$ cat config.mk
export PLATFORM = sky130hd
export DESIGN_NAME = csr_subsys_top
export DESIGN_NICKNAME = d
export VERILOG_FILES = /design/src/rtl/csr_pkg.sv /design/src/rtl/csr_if.sv /design/src/rtl/csr_exec_unit.sv /design/src/rtl/csr_regfile.sv /design/src/rtl/csr_counters.sv /design/src/rtl/csr_trap_fsm.sv /design/src/rtl/csr_subsys_top.sv
export SDC_FILE = /design/constraint.sdc
export NUM_CORES = 1
export LEC_CHECK = 0
export BUFFER_PORTS_ARGS = -buffer_cell sky130_fd_sc_hd__clkbuf_2
export CORE_ASPECT_RATIO = 1.5
export CORE_MARGIN = 5
export CORE_UTILIZATION = 45
export DETAILED_ROUTE_END_ITERATION = 6
export PLACE_DENSITY = 0.63
export SETUP_SLACK_MARGIN = 0.4
export SLEW_MARGIN = 20
export SYNTH_ARGS = -nofsm -noshare
export SYNTH_HDL_FRONTEND = slang
export SYNTH_SLANG_ARGS = --single-unit
$ cat constraint.sdc
create_clock -name clk -period 9.53 [get_ports clk]
set_clock_uncertainty 0.15 [all_clocks]
set_input_delay 0.4765 -clock clk [delete_from_list [all_inputs] [get_ports clk]]
set_output_delay 0.4765 -clock clk [all_outputs]
set_load 0.05 [all_outputs]
$ cat src/rtl/csr_pkg.sv
// shared widths, machine CSR addresses and encodings for the CSR subsystem
// imported by the exec unit, CSR file, counters and interfaces
package csr_pkg;

    localparam int XLEN        = 32;
    localparam int CSR_ADDR_W  = 12;
    localparam int REG_ADDR_W  = 5;
    localparam int COMMIT_ID_W = 4;

    // operation as decoded by the dispatcher
    typedef enum logic [1:0] {
        CSR_OP_RW,  // write operand 1
        CSR_OP_RS,  // set bits of operand 1
        CSR_OP_RC   // clear bits of operand 1
    } csr_op_e;

    // machine-mode CSR addresses
    localparam logic [CSR_ADDR_W-1:0] CSR_MSTATUS   = 12'h300;
    localparam logic [CSR_ADDR_W-1:0] CSR_MIE       = 12'h304;
    localparam logic [CSR_ADDR_W-1:0] CSR_MTVEC     = 12'h305;
    localparam logic [CSR_ADDR_W-1:0] CSR_MSCRATCH  = 12'h340;
    localparam logic [CSR_ADDR_W-1:0] CSR_MEPC      = 12'h341;
    localparam logic [CSR_ADDR_W-1:0] CSR_MCAUSE    = 12'h342;
    localparam logic [CSR_ADDR_W-1:0] CSR_MCYCLE    = 12'hB00;
    localparam logic [CSR_ADDR_W-1:0] CSR_MCYCLEH   = 12'hB80;
    localparam logic [CSR_ADDR_W-1:0] CSR_MINSTRET  = 12'hB02;
    localparam logic [CSR_ADDR_W-1:0] CSR_MINSTRETH = 12'hB82;

    localparam int MSTATUS_MIE_BIT  = 3;
    localparam int MSTATUS_MPIE_BIT = 7;
    localparam int MIE_MEIE_BIT     = 11;

    // interrupt bit set with code 11
    localparam logic [XLEN-1:0] MCAUSE_MEI = 32'h8000_000B;

endpackage

$ cat src/rtl/csr_if.sv
// bundles between exec unit, CSR file, counters and trap FSM
// csr_access_if carries the head op's CSR access, trap_ctrl_if the interrupt entry
`timescale 1ns/1ps

interface csr_access_if;
    import csr_pkg::*;

    logic [CSR_ADDR_W-1:0] addr;
    logic [XLEN-1:0]       wdata;
    logic [XLEN-1:0]       rdata;   // old value, combinational from addr
    logic                  we;
    logic                  retire;  // one completion

    modport exec    (output addr, wdata, we, retire, input rdata);
    modport regfile (input addr, wdata, we, output rdata);
    modport counter (input retire, addr, wdata, we);
endinterface

interface trap_ctrl_if;
    import csr_pkg::*;

    logic            irq_enable;  // mstatus.MIE and mie.MEIE
    logic [XLEN-1:0] mtvec;
    logic            flush;
    logic            save;
    logic            busy;        // FLUSH, SAVE or ENTER
    logic [XLEN-1:0] epc;

    modport exec    (input flush, busy);
    modport regfile (input save, epc, output irq_enable, mtvec);
    modport fsm     (input irq_enable, mtvec, output flush, save, busy, epc);
endinterface

$ cat src/rtl/csr_exec_unit.sv
// dual-slot in-order CSR queue with empty-queue bypass
// executes the head op against the CSR file and hands the old value to writeback
`timescale 1ns/1ps

module csr_exec_unit #(
    parameter int unsigned QUEUE_DEPTH = 4
) (
    input  logic                            clk,
    input  logic                            rst_n,
    input  logic                            req_0_i,
    input  csr_pkg::csr_op_e                op_0_i,
    input  logic [csr_pkg::CSR_ADDR_W-1:0]  addr_0_i,
    input  logic [csr_pkg::XLEN-1:0]        op1_0_i,
    input  logic [csr_pkg::COMMIT_ID_W-1:0] commit_id_0_i,
    input  logic                            csr_we_0_i,
    input  logic                            rd_we_0_i,
    input  logic [csr_pkg::REG_ADDR_W-1:0]  rd_0_i,
    input  logic                            req_1_i,
    input  csr_pkg::csr_op_e                op_1_i,
    input  logic [csr_pkg::CSR_ADDR_W-1:0]  addr_1_i,
    input  logic [csr_pkg::XLEN-1:0]        op1_1_i,
    input  logic [csr_pkg::COMMIT_ID_W-1:0] commit_id_1_i,
    input  logic                            csr_we_1_i,
    input  logic                            rd_we_1_i,
    input  logic [csr_pkg::REG_ADDR_W-1:0]  rd_1_i,
    output logic                            stall_o,
    input  logic                            wb_ready_i,
    output logic                            wb_valid_o,
    output logic [csr_pkg::XLEN-1:0]        wb_rdata_o,
    output logic [csr_pkg::REG_ADDR_W-1:0]  wb_rd_o,
    output logic                            wb_rd_we_o,
    output logic [csr_pkg::COMMIT_ID_W-1:0] wb_commit_id_o,
    csr_access_if.exec                      acc,
    trap_ctrl_if.exec                       trap
);
    import csr_pkg::*;

    localparam int PTR_W = $clog2(QUEUE_DEPTH);

    typedef struct packed {
        csr_op_e                op;
        logic [CSR_ADDR_W-1:0]  addr;
        logic [XLEN-1:0]        op1;
        logic [COMMIT_ID_W-1:0] commit_id;
        logic                   csr_we;
        logic                   rd_we;
        logic [REG_ADDR_W-1:0]  rd;
    } entry_t;

    entry_t           mem [QUEUE_DEPTH];
    logic [PTR_W:0]   wr_ptr;   // extra bit tells full from empty
    logic [PTR_W:0]   rd_ptr;
    logic [PTR_W:0]   q_count;
    logic [PTR_W:0]   free_cnt;
    logic [PTR_W-1:0] wr_idx_1;
    logic [1:0]       n_req;
    logic [1:0]       push_cnt;
    logic             q_empty;
    logic             accept;
    logic             bypass;
    logic             bypass_done;
    logic             complete;
    entry_t           slot_0;
    entry_t           slot_1;
    entry_t           first_push;
    entry_t           head;
    logic [XLEN-1:0]  new_val;

    assign slot_0 = '{op: op_0_i, addr: addr_0_i, op1: op1_0_i, commit_id: commit_id_0_i,
                      csr_we: csr_we_0_i, rd_we: rd_we_0_i, rd: rd_0_i};
    assign slot_1 = '{op: op_1_i, addr: addr_1_i, op1: op1_1_i, commit_id: commit_id_1_i,
                      csr_we: csr_we_1_i, rd_we: rd_we_1_i, rd: rd_1_i};

    assign q_count  = wr_ptr - rd_ptr;
    assign free_cnt = (PTR_W+1)'(QUEUE_DEPTH) - q_count;
    assign q_empty  = (q_count == '0);
    assign n_req    = {1'b0, req_0_i} + {1'b0, req_1_i};

    // free space is judged before this cycle's pop
    assign stall_o = (free_cnt < (PTR_W+1)'(n_req)) | trap.busy;
    assign accept  = ~stall_o & (req_0_i | req_1_i);
    assign bypass  = q_empty & accept;

    // oldest op is the queue head, else the oldest offered slot
    assign head = q_empty ? (req_0_i ? slot_0 : slot_1) : mem[rd_ptr[PTR_W-1:0]];

    assign wb_valid_o  = (~q_empty | bypass) & ~trap.flush;
    assign complete    = wb_valid_o & wb_ready_i;
    assign bypass_done = bypass & complete;

    // a bypassed op that completes is not queued
    assign push_cnt   = accept ? (n_req - {1'b0, bypass_done}) : 2'd0;
    assign first_push = bypass_done ? slot_1 : (req_0_i ? slot_0 : slot_1);
    assign wr_idx_1   = wr_ptr[PTR_W-1:0] + 1'b1;  // wraps since depth is a power of two

    always_ff @(posedge clk or negedge rst_n) begin
        if (!rst_n) begin
            wr_ptr <= '0;
            rd_ptr <= '0;
        end else if (trap.flush) begin
            wr_ptr <= '0;  // drop all pending work
            rd_ptr <= '0;
        end else begin
            wr_ptr <= wr_ptr + (PTR_W+1)'(push_cnt);
            if (complete && !q_empty) begin
                rd_ptr <= rd_ptr + 1'b1;
            end
        end
    end

    always_ff @(posedge clk) begin
        if (push_cnt != 2'd0) begin
            mem[wr_ptr[PTR_W-1:0]] <= first_push;
        end
        if (push_cnt == 2'd2) begin
            mem[wr_idx_1] <= slot_1;  // slot 1 behind slot 0
        end
    end

    always_comb begin
        case (head.op)
            CSR_OP_RS: new_val = acc.rdata | head.op1;
            CSR_OP_RC: new_val = acc.rdata & ~head.op1;
            default:   new_val = head.op1;
        endcase
    end

    assign acc.addr   = head.addr;
    assign acc.wdata  = new_val;
    assign acc.we     = complete & head.csr_we;
    assign acc.retire = complete;

    assign wb_rdata_o     = acc.rdata;  // old CSR value to rd
    assign wb_rd_o        = head.rd;
    assign wb_rd_we_o     = head.rd_we;
    assign wb_commit_id_o = head.commit_id;

endmodule

$ cat src/rtl/csr_regfile.sv
// machine-mode CSR storage with write masks and read decode
// also reads out the counters and performs the interrupt entry update
`timescale 1ns/1ps

module csr_regfile #(
    parameter logic [csr_pkg::XLEN-1:0] MTVEC_RESET = 32'h0000_0100
) (
    input  logic                       clk,
    input  logic                       rst_n,
    csr_access_if.regfile              acc,
    trap_ctrl_if.regfile               trap,
    input  logic [2*csr_pkg::XLEN-1:0] mcycle_i,
    input  logic [2*csr_pkg::XLEN-1:0] minstret_i
);
    import csr_pkg::*;

    // writable bits per register
    localparam logic [XLEN-1:0] MSTATUS_WMASK = (XLEN'(1) << MSTATUS_MIE_BIT) |
                                                (XLEN'(1) << MSTATUS_MPIE_BIT);
    localparam logic [XLEN-1:0] MIE_WMASK     = XLEN'(1) << MIE_MEIE_BIT;
    localparam logic [XLEN-1:0] ALIGN_MASK    = 32'hFFFF_FFFC;

    logic [XLEN-1:0] mstatus;
    logic [XLEN-1:0] mie;
    logic [XLEN-1:0] mtvec;
    logic [XLEN-1:0] mscratch;
    logic [XLEN-1:0] mepc;
    logic [XLEN-1:0] mcause;

    always_comb begin
        case (acc.addr)
            CSR_MSTATUS:   acc.rdata = mstatus;
            CSR_MIE:       acc.rdata = mie;
            CSR_MTVEC:     acc.rdata = mtvec;
            CSR_MSCRATCH:  acc.rdata = mscratch;
            CSR_MEPC:      acc.rdata = mepc;
            CSR_MCAUSE:    acc.rdata = mcause;
            CSR_MCYCLE:    acc.rdata = mcycle_i[XLEN-1:0];
            CSR_MCYCLEH:   acc.rdata = mcycle_i[2*XLEN-1:XLEN];
            CSR_MINSTRET:  acc.rdata = minstret_i[XLEN-1:0];
            CSR_MINSTRETH: acc.rdata = minstret_i[2*XLEN-1:XLEN];
            default:       acc.rdata = '0;  // unmapped
        endcase
    end

    always_ff @(posedge clk or negedge rst_n) begin
        if (!rst_n) begin
            mstatus  <= '0;
            mie      <= '0;
            mtvec    <= MTVEC_RESET & ALIGN_MASK;
            mscratch <= '0;
            mepc     <= '0;
            mcause   <= '0;
        end else if (trap.save) begin
            // interrupt entry stacks MIE and then disables it
            mstatus[MSTATUS_MPIE_BIT] <= mstatus[MSTATUS_MIE_BIT];
            mstatus[MSTATUS_MIE_BIT]  <= 1'b0;
            mepc                      <= trap.epc & ALIGN_MASK;
            mcause                    <= MCAUSE_MEI;
        end else if (acc.we) begin
            case (acc.addr)
                CSR_MSTATUS:  mstatus  <= acc.wdata & MSTATUS_WMASK;
                CSR_MIE:      mie      <= acc.wdata & MIE_WMASK;
                CSR_MTVEC:    mtvec    <= acc.wdata & ALIGN_MASK;
                CSR_MSCRATCH: mscratch <= acc.wdata;
                CSR_MEPC:     mepc     <= acc.wdata & ALIGN_MASK;
                CSR_MCAUSE:   mcause   <= acc.wdata;
                default:      ;  // counters live elsewhere
            endcase
        end
    end

    assign trap.irq_enable = mstatus[MSTATUS_MIE_BIT] & mie[MIE_MEIE_BIT];
    assign trap.mtvec      = mtvec;

endmodule

$ cat src/rtl/csr_counters.sv
// 64-bit mcycle and minstret counters
// either half is writable by a CSR op; the write wins over the increment
`timescale 1ns/1ps

module csr_counters (
    input  logic                       clk,
    input  logic                       rst_n,
    csr_access_if.counter              acc,
    output logic [2*csr_pkg::XLEN-1:0] mcycle_o,
    output logic [2*csr_pkg::XLEN-1:0] minstret_o
);
    import csr_pkg::*;

    logic [2*XLEN-1:0] mcycle;
    logic [2*XLEN-1:0] minstret;

    always_ff @(posedge clk or negedge rst_n) begin
        if (!rst_n) begin
            mcycle <= '0;
        end else if (acc.we && acc.addr == CSR_MCYCLE) begin
            mcycle <= {mcycle[2*XLEN-1:XLEN], acc.wdata};
        end else if (acc.we && acc.addr == CSR_MCYCLEH) begin
            mcycle <= {acc.wdata, mcycle[XLEN-1:0]};
        end else begin
            mcycle <= mcycle + 1'b1;  // free running
        end
    end

    always_ff @(posedge clk or negedge rst_n) begin
        if (!rst_n) begin
            minstret <= '0;
        end else if (acc.we && acc.addr == CSR_MINSTRET) begin
            minstret <= {minstret[2*XLEN-1:XLEN], acc.wdata};
        end else if (acc.we && acc.addr == CSR_MINSTRETH) begin
            minstret <= {acc.wdata, minstret[XLEN-1:0]};
        end else if (acc.retire) begin
            minstret <= minstret + 1'b1;
        end
    end

    assign mcycle_o   = mcycle;
    assign minstret_o = minstret;

endmodule

$ cat src/rtl/csr_trap_fsm.sv
// machine external interrupt entry sequencer
// IDLE -> FLUSH -> SAVE -> ENTER -> IDLE, one cycle per step
`timescale 1ns/1ps

module csr_trap_fsm (
    input  logic                     clk,
    input  logic                     rst_n,
    input  logic                     irq_i,
    input  logic [csr_pkg::XLEN-1:0] pc_i,
    trap_ctrl_if.fsm                 trap,
    output logic                     trap_o,
    output logic [csr_pkg::XLEN-1:0] trap_pc_o
);

    typedef enum logic [1:0] {
        ST_IDLE,
        ST_FLUSH,  // drop queued ops
        ST_SAVE,   // mepc, mcause, mstatus update
        ST_ENTER   // redirect to mtvec
    } state_e;

    state_e state;
    state_e state_nxt;

    always_comb begin
        state_nxt = state;
        case (state)
            ST_IDLE: begin
                if (irq_i && trap.irq_enable) begin
                    state_nxt = ST_FLUSH;
                end
            end
            ST_FLUSH: state_nxt = ST_SAVE;
            ST_SAVE:  state_nxt = ST_ENTER;
            default:  state_nxt = ST_IDLE;
        endcase
    end

    always_ff @(posedge clk or negedge rst_n) begin
        if (!rst_n) begin
            state <= ST_IDLE;
        end else begin
            state <= state_nxt;
        end
    end

    // pc at the moment the interrupt is taken
    always_ff @(posedge clk) begin
        if (state == ST_IDLE && state_nxt == ST_FLUSH) begin
            trap.epc <= pc_i;
        end
    end

    assign trap.flush = (state == ST_FLUSH);
    assign trap.save  = (state == ST_SAVE);
    assign trap.busy  = (state != ST_IDLE);

    assign trap_o    = (state == ST_ENTER);
    assign trap_pc_o = trap.mtvec;

endmodule

$ cat src/rtl/csr_subsys_top.sv
// CSR execution subsystem top: dual issue slots in, one writeback port out
// connects exec unit, CSR file, counters and trap FSM through the two interfaces
`timescale 1ns/1ps

module csr_subsys_top #(
    parameter int unsigned              QUEUE_DEPTH = 4,
    parameter logic [csr_pkg::XLEN-1:0] MTVEC_RESET = 32'h0000_0100
) (
    input  logic                            clk,
    input  logic                            rst_n,
    input  logic [csr_pkg::XLEN-1:0]        pc_i,
    input  logic                            irq_i,
    input  logic                            req_0_i,
    input  csr_pkg::csr_op_e                op_0_i,
    input  logic [csr_pkg::CSR_ADDR_W-1:0]  addr_0_i,
    input  logic [csr_pkg::XLEN-1:0]        op1_0_i,
    input  logic [csr_pkg::COMMIT_ID_W-1:0] commit_id_0_i,
    input  logic                            csr_we_0_i,
    input  logic                            rd_we_0_i,
    input  logic [csr_pkg::REG_ADDR_W-1:0]  rd_0_i,
    input  logic                            req_1_i,
    input  csr_pkg::csr_op_e                op_1_i,
    input  logic [csr_pkg::CSR_ADDR_W-1:0]  addr_1_i,
    input  logic [csr_pkg::XLEN-1:0]        op1_1_i,
    input  logic [csr_pkg::COMMIT_ID_W-1:0] commit_id_1_i,
    input  logic                            csr_we_1_i,
    input  logic                            rd_we_1_i,
    input  logic [csr_pkg::REG_ADDR_W-1:0]  rd_1_i,
    output logic                            stall_o,
    input  logic                            wb_ready_i,
    output logic                            wb_valid_o,
    output logic [csr_pkg::XLEN-1:0]        wb_rdata_o,
    output logic [csr_pkg::REG_ADDR_W-1:0]  wb_rd_o,
    output logic                            wb_rd_we_o,
    output logic [csr_pkg::COMMIT_ID_W-1:0] wb_commit_id_o,
    output logic                            trap_o,
    output logic [csr_pkg::XLEN-1:0]        trap_pc_o
);

    logic [2*csr_pkg::XLEN-1:0] mcycle;
    logic [2*csr_pkg::XLEN-1:0] minstret;

    csr_access_if acc_if ();
    trap_ctrl_if  trap_if ();

    csr_exec_unit #(
        .QUEUE_DEPTH (QUEUE_DEPTH)
    ) u_exec (
        .clk            (clk),            .rst_n         (rst_n),
        .req_0_i        (req_0_i),        .op_0_i        (op_0_i),
        .addr_0_i       (addr_0_i),       .op1_0_i       (op1_0_i),
        .commit_id_0_i  (commit_id_0_i),  .csr_we_0_i    (csr_we_0_i),
        .rd_we_0_i      (rd_we_0_i),      .rd_0_i        (rd_0_i),
        .req_1_i        (req_1_i),        .op_1_i        (op_1_i),
        .addr_1_i       (addr_1_i),       .op1_1_i       (op1_1_i),
        .commit_id_1_i  (commit_id_1_i),  .csr_we_1_i    (csr_we_1_i),
        .rd_we_1_i      (rd_we_1_i),      .rd_1_i        (rd_1_i),
        .stall_o        (stall_o),        .wb_ready_i    (wb_ready_i),
        .wb_valid_o     (wb_valid_o),     .wb_rdata_o    (wb_rdata_o),
        .wb_rd_o        (wb_rd_o),        .wb_rd_we_o    (wb_rd_we_o),
        .wb_commit_id_o (wb_commit_id_o),
        .acc            (acc_if.exec),
        .trap           (trap_if.exec)
    );

    csr_regfile #(
        .MTVEC_RESET (MTVEC_RESET)
    ) u_regfile (
        .clk        (clk),
        .rst_n      (rst_n),
        .acc        (acc_if.regfile),
        .trap       (trap_if.regfile),
        .mcycle_i   (mcycle),
        .minstret_i (minstret)
    );

    csr_counters u_counters (
        .clk        (clk),
        .rst_n      (rst_n),
        .acc        (acc_if.counter),
        .mcycle_o   (mcycle),
        .minstret_o (minstret)
    );

    csr_trap_fsm u_trap_fsm (
        .clk       (clk),
        .rst_n     (rst_n),
        .irq_i     (irq_i),
        .pc_i      (pc_i),
        .trap      (trap_if.fsm),
        .trap_o    (trap_o),
        .trap_pc_o (trap_pc_o)
    );

endmodule

**Word level (Yosys, flattened, before mapping)**

Memories as Yosys holds them, arrays and structs flattened.
Cells that the tools add are included.
W data, S select, Z words.

- $add $sub $neg: 9
- Magnitude comparators: 1
- Equal/unequal tests: 19
- Muxes and demuxes: 30
- Bitwise logic cells: 18
- Reductions and logical operators: 27

Operator list:

| operator | number |
|---|---|
| $pmux W32 S10 | 1 |
| $mux W32 | 8 |
| $mux W64 | 3 |
| $mux W57 | 3 |
| $add A64 B1 Y64 const B | 2 |
| $eq A12 B10 Y1 const B | 6 |
| $pmux W32 S2 | 1 |
| $eq A12 B12 Y1 const B | 4 |
| $and A32 B32 Y32 | 1 |
| $not A32 Y32 | 1 |
| $or A32 B32 Y32 | 1 |
| $reduce_bool A2 Y1 | 9 |
| $mux W8 | 2 |
| $reduce_and A2 Y1 | 5 |
| $mux W3 | 3 |
| $reduce_and A3 Y1 | 3 |
| $eq A2 B2 Y1 const B | 4 |
| $and A1 B1 Y1 | 7 |
| $logic_and A1 B1 Y1 | 7 |
| $eq A2 B1 Y1 const B | 3 |
| $mux W1 | 6 |
| $pmux W2 S3 | 1 |
| $not A1 Y1 | 5 |
| $mux W2 | 2 |
| 13 further kinds | 16 |

- Bits in registers: 297
- RAM bits: 228
- Input port bits: 152
- Output and inout port bits: 77
- Logic and storage cells: 119
- Memories kept: 1

Memory list:

| memory | depth | width | read ports | clocked after memory_dff | wr ports | line | text |
|---|---|---|---|---|---|---|---|
| u_exec.mem | 4 | 57 | 1 | 0 | 2 | csr_exec_unit.sv:50 | `entry_t mem [QUEUE_DEPTH];` |

**Depth between registers and ports, before layout**

Gate-level depths: netlist of the first run.

- Depth in word-level cells: 16
- Depth in mapped cells: 24
- Gate-level depth less buffers: 18

**Hierarchy**

A second synthesis of the first run with hierarchy kept.

- Cells, all modules: 2,829
- Area, all modules: 29,993.8 µm²

Modules (own cells, without submodules):

| module | times used | cells each | area an instance (µm²) | seq. area each (µm²) |
|---|---|---|---|---|
| csr_exec_unit | 1 | 1,126 | 13,444.1 | 6,996.7 |
| csr_counters | 1 | 937 | 7,641.1 | 3,203.1 |
| csr_regfile | 1 | 689 | 7,557.2 | 3,179.3 |
| csr_trap_fsm | 1 | 77 | 1,351.3 | 1,011.0 |

**Worst setup path before layout of the first run**

OpenSTA, ideal clock, no wires.

- Path type: register -> register
- Start point: register u_exec.wr_ptr[0]
- End point: memory u_exec.mem[0][0] (netlist name) (enable)
- Setup time: 0.557 ns
- Data arrival time: 7.192 ns
- Data required time: 8.823 ns
- Path slack: 1.631 ns
- Cell stages (with the launch flop): 16
- Clock period less this slack: 7.899 ns
- Path through: dfrtp_1 inv_1 ha_1 inv_1 fa_1 inv_1 ha_1 ha_1 a21boi_0 o211ai_1 nor2_1 ha_1 xnor2_1 nor2_1 nor2_1 o31ai_1

RTL lines:

| element | line | text |
|---|---|---|
| start, declared | csr_exec_unit.sv:51 | `logic [PTR_W:0] wr_ptr;` |
| start signal, assigned | csr_exec_unit.sv:104 | `wr_ptr <= wr_ptr + (PTR_W+1)'(push_cnt);` |
| end, declared | csr_exec_unit.sv:50 |  |

**Worst setup path in the final report of the first run**

- Start point: register u_exec.rd_ptr[0]
- End point: output wb_rdata_o[7] (netlist name)

- Word-level cells in the longest chain between the ends: 5
- Elaborated cells on any way between the ends: 15

Ends and longest elaborated chain:

| element | line | text |
|---|---|---|
| start, declared | csr_exec_unit.sv:52 | `logic [PTR_W:0] rd_ptr;` |
| start signal, assigned | csr_exec_unit.sv:106 | `rd_ptr <= rd_ptr + 1'b1;` |
| $sub A3 B3 Y3 | csr_exec_unit.sv:74 | `assign q_count = wr_ptr - rd_ptr;` |
| $logic_not A3 Y1 | csr_exec_unit.sv:76 | `assign q_empty = (q_count == '0);` |
| $mux W57 * | csr_exec_unit.sv:85 | `assign head = q_empty ? (req_0_i ? slot_0 : slot_1) : mem[rd_ptr[PTR_W-1:0]];` |
| $eq A12 B12 Y1 / $eq A12 B10 Y1 (equally long branches) | csr_regfile.sv:31 | `case (acc.addr)` |
| $pmux W32 S10 * | csr_regfile.sv:31 |  |
| end, declared | csr_subsys_top.sv:32 | `output logic [csr_pkg::XLEN-1:0] wb_rdata_o,` |

Every way passes the cells marked *; elsewhere a longest branch is shown, timed or not.

==> out/summary.md, run 1 <==
### Floorplanning
• count of boundary I/O pins: 229
• floorplan die height: 325 um
• Initial Utilization: 0.453
• placeable core region: 0.0656 mm2
• Horiz. Die Dim: 220 um
• Die Outline Area: 0.0714 mm2
• floorplan row count: 115

### STA
• setup repair after global routing missed its margin: false
• Post-Route Setup TNS: 0 ns
• final max-slew violation count: 0
• Slew headroom: 0.165
• Final Critical Period: 7.18 ns
• hold violation total from the final report: 0
• fmax: 139 MHz
• Tcrit/Tclk final: 0.753
• Tightest Pin Transition: 1.25 ns
• final setup fails: 0

### CTS
• number of gates given a new drive strength after cts: 0
• Num CTS Buffers: 52
• CTS tree: yes
• clock root buffer master: sky130_fd_sc_hd__clkbuf_16
• number of buffers on the longest clock path: 3
• number of hold buffers added after cts: 31
• buffers inserted by post-CTS timing repair: 0
• clock latency at the later pin of the worst-skew pair: 0.64 ns
• clock slew at reported path FFs: 0.06 ns
• maximum level of the CTS H-tree: 2
• number of sinks handled by clock tree synthesis: 521

### Drt
• Via density: 6.35
• routed wirelength normalized by instance count: 26.8 um
• number of nets with antenna violations after detailed routing: 0
• detailed-route DRC error count: 0
• via count: 25100
• final WL: 106000 um
• drt initial violations: 2446
• drt pass-1 iters: 6

### Global route
• via count of the first global-routing pass: 24900
• overflow left after global routing: 0
• wire length of the first global-routing pass: 158000 um
• GRT Resource Usage Total: 0.289
• antenna violations before repair: 2
• largest net degree at the start of global routing: 81

### Cells and area
• cell area after layout: 0.0335 mm2
• fin nets: 3214
• Syn-to-layout area delta: 12.7%
• ratio of cells with drive above 1 in the final layout: 0.232

### Logic synthesis
• synthesized instance count: 2883
• Avg Synthesized Cell Area: 10.3 um2
• sequential area share after synthesis: 0.482
• commonest register cell after synthesis: sky130_fd_sc_hd__dfrtp_1
• total of warnings raised by yosys: 0
• synthesized area: 0.0297 mm2
• count of state elements after synthesis: 521
• Post-synth EDFFs: 258
• count of different cell masters after synthesis: 100
• share of flip-flops with an asynchronous set or reset: 0.505

### Place
• input/output buffers: 224
• HPWL after detailed placement: 72500 um
• weighted congestion at the end of routability-driven global placement: 0.975
• instance area at placement: 0.0316 mm2

### Critical path
• critical path class: flip-flop to output port
• arrival time of the worst setup path: 6.55 ns
• critical path capture point type: output port
• largest fanout on the critical path: 41
• Worst R2R Path Depth: 14
• data required time of the worst path: 8.90 ns
• startpoint types: flip-flop

### Status
• status: finished, final reports clean

### Worst hold path
• worst hold path class: primary input to flip-flop
• depth of the worst hold-timing path: 2

### Flow run
• number of max-cap violations: 0

## final timing paths
path | from | to | slack, ns
min in group asynchronous | rst_n | u_counters.mcycle_o[61] | 0.28
min reg2reg | u_trap_fsm.trap.epc[14] | u_regfile.mepc[14] | 0.32
max reg2reg | u_exec.rd_ptr[0] | u_counters.minstret_o[19] | 2.81
min | op1_1_i[19] | u_exec.mem[3][30] | 0.06
max in group asynchronous | rst_n | u_counters.mcycle_o[5] | 7.49
max | u_exec.rd_ptr[0] | wb_rdata_o[7] | 2.35
## cell families (layout without fill, tap and decap cells)
| logic type | Yosys count | after routing | synth area share |
|---|---|---|---|
| AO/OA/AOI/OAI | 796 | 796 | 0.159 |
| XOR/XNOR | 11 | 11 | 0.00324 |
| adder cells (fa/ha/maj) | 19 | 19 | 0.00850 |
| buffers and inverters | 244 | 440 | 0.0356 |
| flip-flops | 521 | 521 | 0.482 |
| multiplexers | 398 | 398 | 0.164 |
| other | 1 | 4 | 0.000126 |
| AND/OR/NAND/NOR | 893 | 893 | 0.147 |
## critical path: stages (launching register included)
cell	delay [ns]
sky130_fd_sc_hd__dfrtp_4	0.85
sky130_fd_sc_hd__ha_1	0.25
sky130_fd_sc_hd__inv_1	0.05
sky130_fd_sc_hd__fa_1	0.47
sky130_fd_sc_hd__inv_1	0.04
sky130_fd_sc_hd__ha_1	0.20
sky130_fd_sc_hd__ha_4	0.30
sky130_fd_sc_hd__nor2b_1	0.63
sky130_fd_sc_hd__a22oi_2	0.48
sky130_fd_sc_hd__nand2_4	0.61
sky130_fd_sc_hd__buf_4	0.54
sky130_fd_sc_hd__mux2i_1	0.14
sky130_fd_sc_hd__o22ai_1	0.35
sky130_fd_sc_hd__a22oi_1	0.17
sky130_fd_sc_hd__o211ai_1	0.43
sky130_fd_sc_hd__clkbuf_2	0.37
## metal layers
| metal | global-route usage | routed length, um |
|---|---|---|
| met4 | 0.158 | 7160 |
| met2 | 0.472 | 50800 |
| met1 | 0.352 | 38600 |
| met3 | 0.0679 | 9490 |
| met5 | 0 | 0 |
## Yosys cell counts (7+ instances only)
master                      count  area share
sky130_fd_sc_hd__a21oi_1      237       0.040
sky130_fd_sc_hd__o22ai_1       21      0.0044
sky130_fd_sc_hd__nor3_1        54      0.0091
sky130_fd_sc_hd__dfrtp_1      262        0.22
sky130_fd_sc_hd__o31a_1         9      0.0027
sky130_fd_sc_hd__nor2b_1        7      0.0015
sky130_fd_sc_hd__buf_4         10      0.0025
sky130_fd_sc_hd__edfxtp_1     258        0.26
sky130_fd_sc_hd__nor4_1        18      0.0038
sky130_fd_sc_hd__nand2_1      354       0.045
sky130_fd_sc_hd__and2_1        10      0.0021
sky130_fd_sc_hd__nor3b_1       40       0.010
sky130_fd_sc_hd__nor2_1       126       0.016
sky130_fd_sc_hd__nand3_1      135       0.023
sky130_fd_sc_hd__ha_1          17      0.0072
sky130_fd_sc_hd__mux4_2        46       0.035
sky130_fd_sc_hd__or2_2          8      0.0017
sky130_fd_sc_hd__o31ai_1        8      0.0020
sky130_fd_sc_hd__o211ai_1      22      0.0056
sky130_fd_sc_hd__and4_1         8      0.0024
sky130_fd_sc_hd__buf_1         13      0.0016
sky130_fd_sc_hd__a211oi_1       7      0.0018
sky130_fd_sc_hd__a22oi_1       30      0.0076
sky130_fd_sc_hd__nand2b_1      14      0.0029
sky130_fd_sc_hd__a2bb2oi_1     17      0.0050
sky130_fd_sc_hd__o21ai_0      308       0.052
sky130_fd_sc_hd__a31oi_1       23      0.0048
sky130_fd_sc_hd__or3_1          9      0.0019
sky130_fd_sc_hd__clkbuf_1     118       0.015
sky130_fd_sc_hd__o21ai_1       20      0.0034
sky130_fd_sc_hd__nand4_1       35      0.0074
sky130_fd_sc_hd__or4_1         17      0.0043
sky130_fd_sc_hd__a21o_1        15      0.0038
sky130_fd_sc_hd__mux2i_1      100       0.034
sky130_fd_sc_hd__inv_1         44      0.0056
sky130_fd_sc_hd__buf_2         52      0.0088
sky130_fd_sc_hd__mux2_2       250       0.095
sky130_fd_sc_hd__and3_1        25      0.0053
sky130_fd_sc_hd__o2bb2ai_1     10      0.0029
## through the flow
step                      cells  hold slack [ns]  worst slack, ns  utilization
after floorplan            2884           0.0309             1.63            -
after global placement     3835            0.303             2.94        0.481
after detailed placement   3835            0.309             2.92        0.481
after CTS                  3957           0.0316             2.36        0.510
after global routing       3957           0.0564             2.14        0.510
final                      3959           0.0580             2.35        0.510
## flip-flops by register name, indices dropped and copies added, names as in the netlist
| register | count |
|---|---|
| u_trap_fsm.trap.epc | 30 |
| u_exec.rd_ptr | 3 |
| u_regfile.mscratch | 32 |
| u_regfile.mcause | 32 |
| u_regfile.mstatus | 2 |
| u_trap_fsm.state | 2 |
| u_regfile.mepc | 30 |
| u_exec.mem | 228 |
| u_counters.minstret_o | 64 |
| u_regfile.mie | 1 |
| u_exec.wr_ptr | 3 |
| u_regfile.trap.mtvec | 30 |
| u_counters.mcycle_o | 64 |
## cells in the final DEF (no fill, tap or decap), types with 15 or more instances in the layout
| master | instances |
|---|---|
| sky130_fd_sc_hd__nor4_1 | 17 |
| sky130_fd_sc_hd__a2bb2oi_1 | 17 |
| sky130_fd_sc_hd__inv_1 | 44 |
| sky130_fd_sc_hd__o21ai_0 | 304 |
| sky130_fd_sc_hd__nand3_1 | 135 |
| sky130_fd_sc_hd__mux2_2 | 250 |
| sky130_fd_sc_hd__mux2i_1 | 100 |
| sky130_fd_sc_hd__clkbuf_16 | 52 |
| sky130_fd_sc_hd__dfrtp_1 | 260 |
| sky130_fd_sc_hd__and3_1 | 25 |
| sky130_fd_sc_hd__buf_4 | 50 |
| sky130_fd_sc_hd__o22ai_1 | 20 |
| sky130_fd_sc_hd__nand4_1 | 35 |
| sky130_fd_sc_hd__or4_1 | 16 |
| sky130_fd_sc_hd__a22oi_1 | 30 |
| sky130_fd_sc_hd__o21ai_1 | 22 |
| sky130_fd_sc_hd__dlygate4sd3_1 | 31 |
| sky130_fd_sc_hd__a21oi_1 | 237 |
| sky130_fd_sc_hd__mux4_2 | 46 |
| sky130_fd_sc_hd__a31oi_1 | 22 |
| sky130_fd_sc_hd__a21o_1 | 15 |
| sky130_fd_sc_hd__nor3_1 | 51 |
| sky130_fd_sc_hd__edfxtp_1 | 258 |
| sky130_fd_sc_hd__nor3b_1 | 40 |
| sky130_fd_sc_hd__o211ai_1 | 22 |
| sky130_fd_sc_hd__nor2_1 | 124 |
| sky130_fd_sc_hd__nand2_1 | 351 |
| sky130_fd_sc_hd__clkbuf_2 | 222 |
## final cells by class
class	instances	area, um2
inverters	45	169
flip-flops and latches	521	14300
fillers	6121	32100
diodes	2	5.00
well taps	877	1100
clock inverters	30	234
clock buffers	61	1370
repair buffers	304	1810
multi-input cells	2119	14500
Power of run 1 is not shown: default switching activity piles up to over one toggle a cycle in this logic, so the estimate is an artifact.
==> inputs of run 2 (changes only) <==
--- a/config.mk
+++ b/config.mk
@@ -10,7 +10,7 @@
 export CORE_MARGIN = 5
 export CORE_UTILIZATION = 45
 export DETAILED_ROUTE_END_ITERATION = 6
-export PLACE_DENSITY = 0.63
+export PLACE_DENSITY = 0.65
 export SETUP_SLACK_MARGIN = 0.4
 export SLEW_MARGIN = 20
 export SYNTH_ARGS = -nofsm -noshare
==> constraint.sdc (replaced) <==
create_clock -name clk -period 6.3 [get_ports clk]
set_clock_uncertainty 0.15 [all_clocks]
set_input_delay 0.315 -clock clk [delete_from_list [all_inputs] [get_ports clk]]
set_output_delay 0.315 -clock clk [all_outputs]
set_load 0.05 [all_outputs]
==> out/summary.md, run 2 (synthesized netlist as in run 1, its figures left out) <==
### Drt
• via count: 25900, was 25100
• met3 routed WL: 8720 um, was 9490 um
• wire length on met2: 54200 um, was 50800 um
• Via density: 6.25, was 6.35
• number of nets with antenna violations after detailed routing: 0, unchanged
• routed wirelength normalized by instance count: 26.4 um, was 26.8 um
• DR top layer: met4, unchanged
• Post-Route M1 WL: 40400 um, was 38600 um
• drt pass-1 iters: 6, unchanged
• detailed-route DRC error count: 0, unchanged
• drt initial violations: 2635, was 2446
• final WL: 110000 um, was 106000 um

### CTS
• CTS tree: yes, unchanged
• clock root buffer master: sky130_fd_sc_hd__clkbuf_16, unchanged
• number of buffers on the longest clock path: 3, unchanged
• maximum level of the CTS H-tree: 2, unchanged
• clock latency at the later pin of the worst-skew pair: 0.64 ns, about the same
• number of sinks handled by clock tree synthesis: 521, unchanged
• Num CTS Buffers: 52, unchanged
• clock slew at reported path FFs: 0.07 ns, was 0.06 ns

### Floorplanning
• placeable core region: 0.0656 mm2, unchanged
• floorplan row count: 115, unchanged
• Horiz. Die Dim: 220 um, unchanged
• count of boundary I/O pins: 229, unchanged
• Initial Utilization: 0.453, unchanged
• floorplan die height: 325 um, unchanged
• Die Outline Area: 0.0714 mm2, unchanged

### Global route
• wire length of the first global-routing pass: 164000 um, was 158000 um
• antenna violations before repair: 5, was 2
• via count of the first global-routing pass: 26000, was 24900
• largest net degree at the start of global routing: 164, was 81
• overflow left after global routing: 0, unchanged
• GRT Resource Usage Total: 0.299, was 0.289

### Place
• input/output buffers: 224, unchanged
• weighted congestion at the end of routability-driven global placement: 0.990, was 0.975
• HPWL after detailed placement: 76100 um, was 72500 um

### Cells and area
• register with the most flip-flops: u_exec.mem, unchanged
• Syn-to-layout area delta: 20.0%, was 12.7%
• ratio of cells with drive above 1 in the final layout: 0.237, was 0.232
• most used cells in the layout excluding fill and tap cells: sky130_fd_sc_hd__nand2_1, sky130_fd_sc_hd__o21ai_0, sky130_fd_sc_hd__dfrtp_1, unchanged
• fin nets: 3399, was 3214
• most common library cell in the layout ignoring fill and taps: sky130_fd_sc_hd__nand2_1, unchanged
• flip-flop count of the largest register, all copies and words added: 228, unchanged

### STA
• Slew headroom: 0.199, was 0.165
• hold violation total from the final report: 0, unchanged
• fmax: 174 MHz
• final max-slew violation count: 0, unchanged
• Final Critical Period: 5.76 ns
• Tightest Pin Transition: 1.20 ns, was 1.25 ns
• Tcrit/Tclk final: 0.914
• final setup fails: 0, unchanged
• setup repair after global routing missed its margin: true, was false
• Post-Route Setup TNS: 0 ns, unchanged

### Worst hold path
• worst hold path class: primary input to asynchronous set/reset pin, was primary input to flip-flop

### Critical path
• CP max stage delay: 0.73 ns, was 0.85 ns
• startpoint types: flip-flop, unchanged
• critical path cell sequence: inv_1, ha_1, inv_1, fa_1, inv_1, ha_1, ha_4, nor2_2, buf_4, nand2_1, nand2_4, buf_6, mux2i_1, o31ai_1, clkbuf_2, was ha_1, inv_1, fa_1, inv_1, ha_1, ha_4, nor2b_1, a22oi_2, nand2_4, buf_4, mux2i_1, o22ai_1, a22oi_1, o211ai_1, clkbuf_2
• arrival time of the worst setup path: 5.30 ns, was 6.55 ns
• critical path class: flip-flop to output port, unchanged
• data required time of the worst path: 5.83 ns, was 8.90 ns
• cell mode on critical path: sky130_fd_sc_hd__inv_1
• cell with the largest stage delay on the worst path: sky130_fd_sc_hd__o31ai_1, was sky130_fd_sc_hd__dfrtp_4
• largest fanout on the critical path: 34, was 41
• critical path capture point type: output port, unchanged
• buffer and inverter count on the worst path: 6, was 4
• Top Family by Delay on Critical Path: buffers and inverters, was compound AO/OA/AOI/OAI gates

### Status
• status: finished, final reports clean, unchanged

### Flow run
• number of max-cap violations: 0, unchanged

[run 2: cell types whose count changed in the layout (fill, tap and decap cells not counted), sizes merged, moves of 2 or more]
cell and change:
dlygate4sd3 +136, buf +64, clkinv -8, clkbuf -2
[run 2: final cells by class]
| type | instances | area, um2 |
|---|---|---|
| well taps | 877 | 1100 |
| inverters | 45 | 169 |
| clock buffers | 74 | 1490 |
| clock inverters | 24 | 263 |
| repair buffers | 489 | 3830 |
| diodes | 3 | 7.51 |
| fillers | 5767 | 29900 |
| multi-input cells | 2119 | 14500 |
| flip-flops and latches | 521 | 14300 |
[run 2: stage by stage]
stage	instances	setup slack (ns)	hold WS [ns]	instance area (um2)	util
floorplan	2884	-1.31	-0.131	29700	-
global route	4150	0.387	0.243	35700	0.544
finish	4152	0.540	0.192	35700	0.544
CTS	4146	0.410	0.214	35600	0.543
global placement	3881	0.923	0.281	32200	0.491
detailed placement	3881	0.846	0.290	32200	0.491
[run 2: repair_timing]
action	CTS	global route
buffers inserted	0	3
endpoints found under the setup margin	1	41
gates resized for setup	0	7
gates cloned	0	0
hold endpoints to repair	360	0
hold buffers	167	0
pin swaps	1	2
[run 2: routing by layer]
| layer | up-vias | GRT usage |
|---|---|---|
| met3 | 319 | 0.0582 |
| li1 | 11500 | - |
| met1 | 12900 | 0.367 |
| met4 | 0 | 0.141 |
| met2 | 1240 | 0.507 |
| met5 | - | 0 |
[run 2: path summary, 6_finish.rpt]
kind / to / start / depth (start not counted) / slack (ns)
worst max-delay path: wb_rdata_o[0] / u_exec.wr_ptr[0] / 15 / 0.54
worst min-delay path: u_regfile.trap.mtvec[25] / rst_n / 2 / 0.19
worst max register to register: u_exec.mem[2][54] / u_exec.wr_ptr[0] / 18 / 0.74
worst min register to register: u_regfile.mepc[8] / u_trap_fsm.trap.epc[8] / 2 / 0.32
max in group asynchronous: u_regfile.mepc[10] / rst_n / 3 / 4.21
min in group clk: u_trap_fsm.trap.epc[29] / pc_i[29] / 2 / 0.25
Power of run 2 is left out for the same reason.
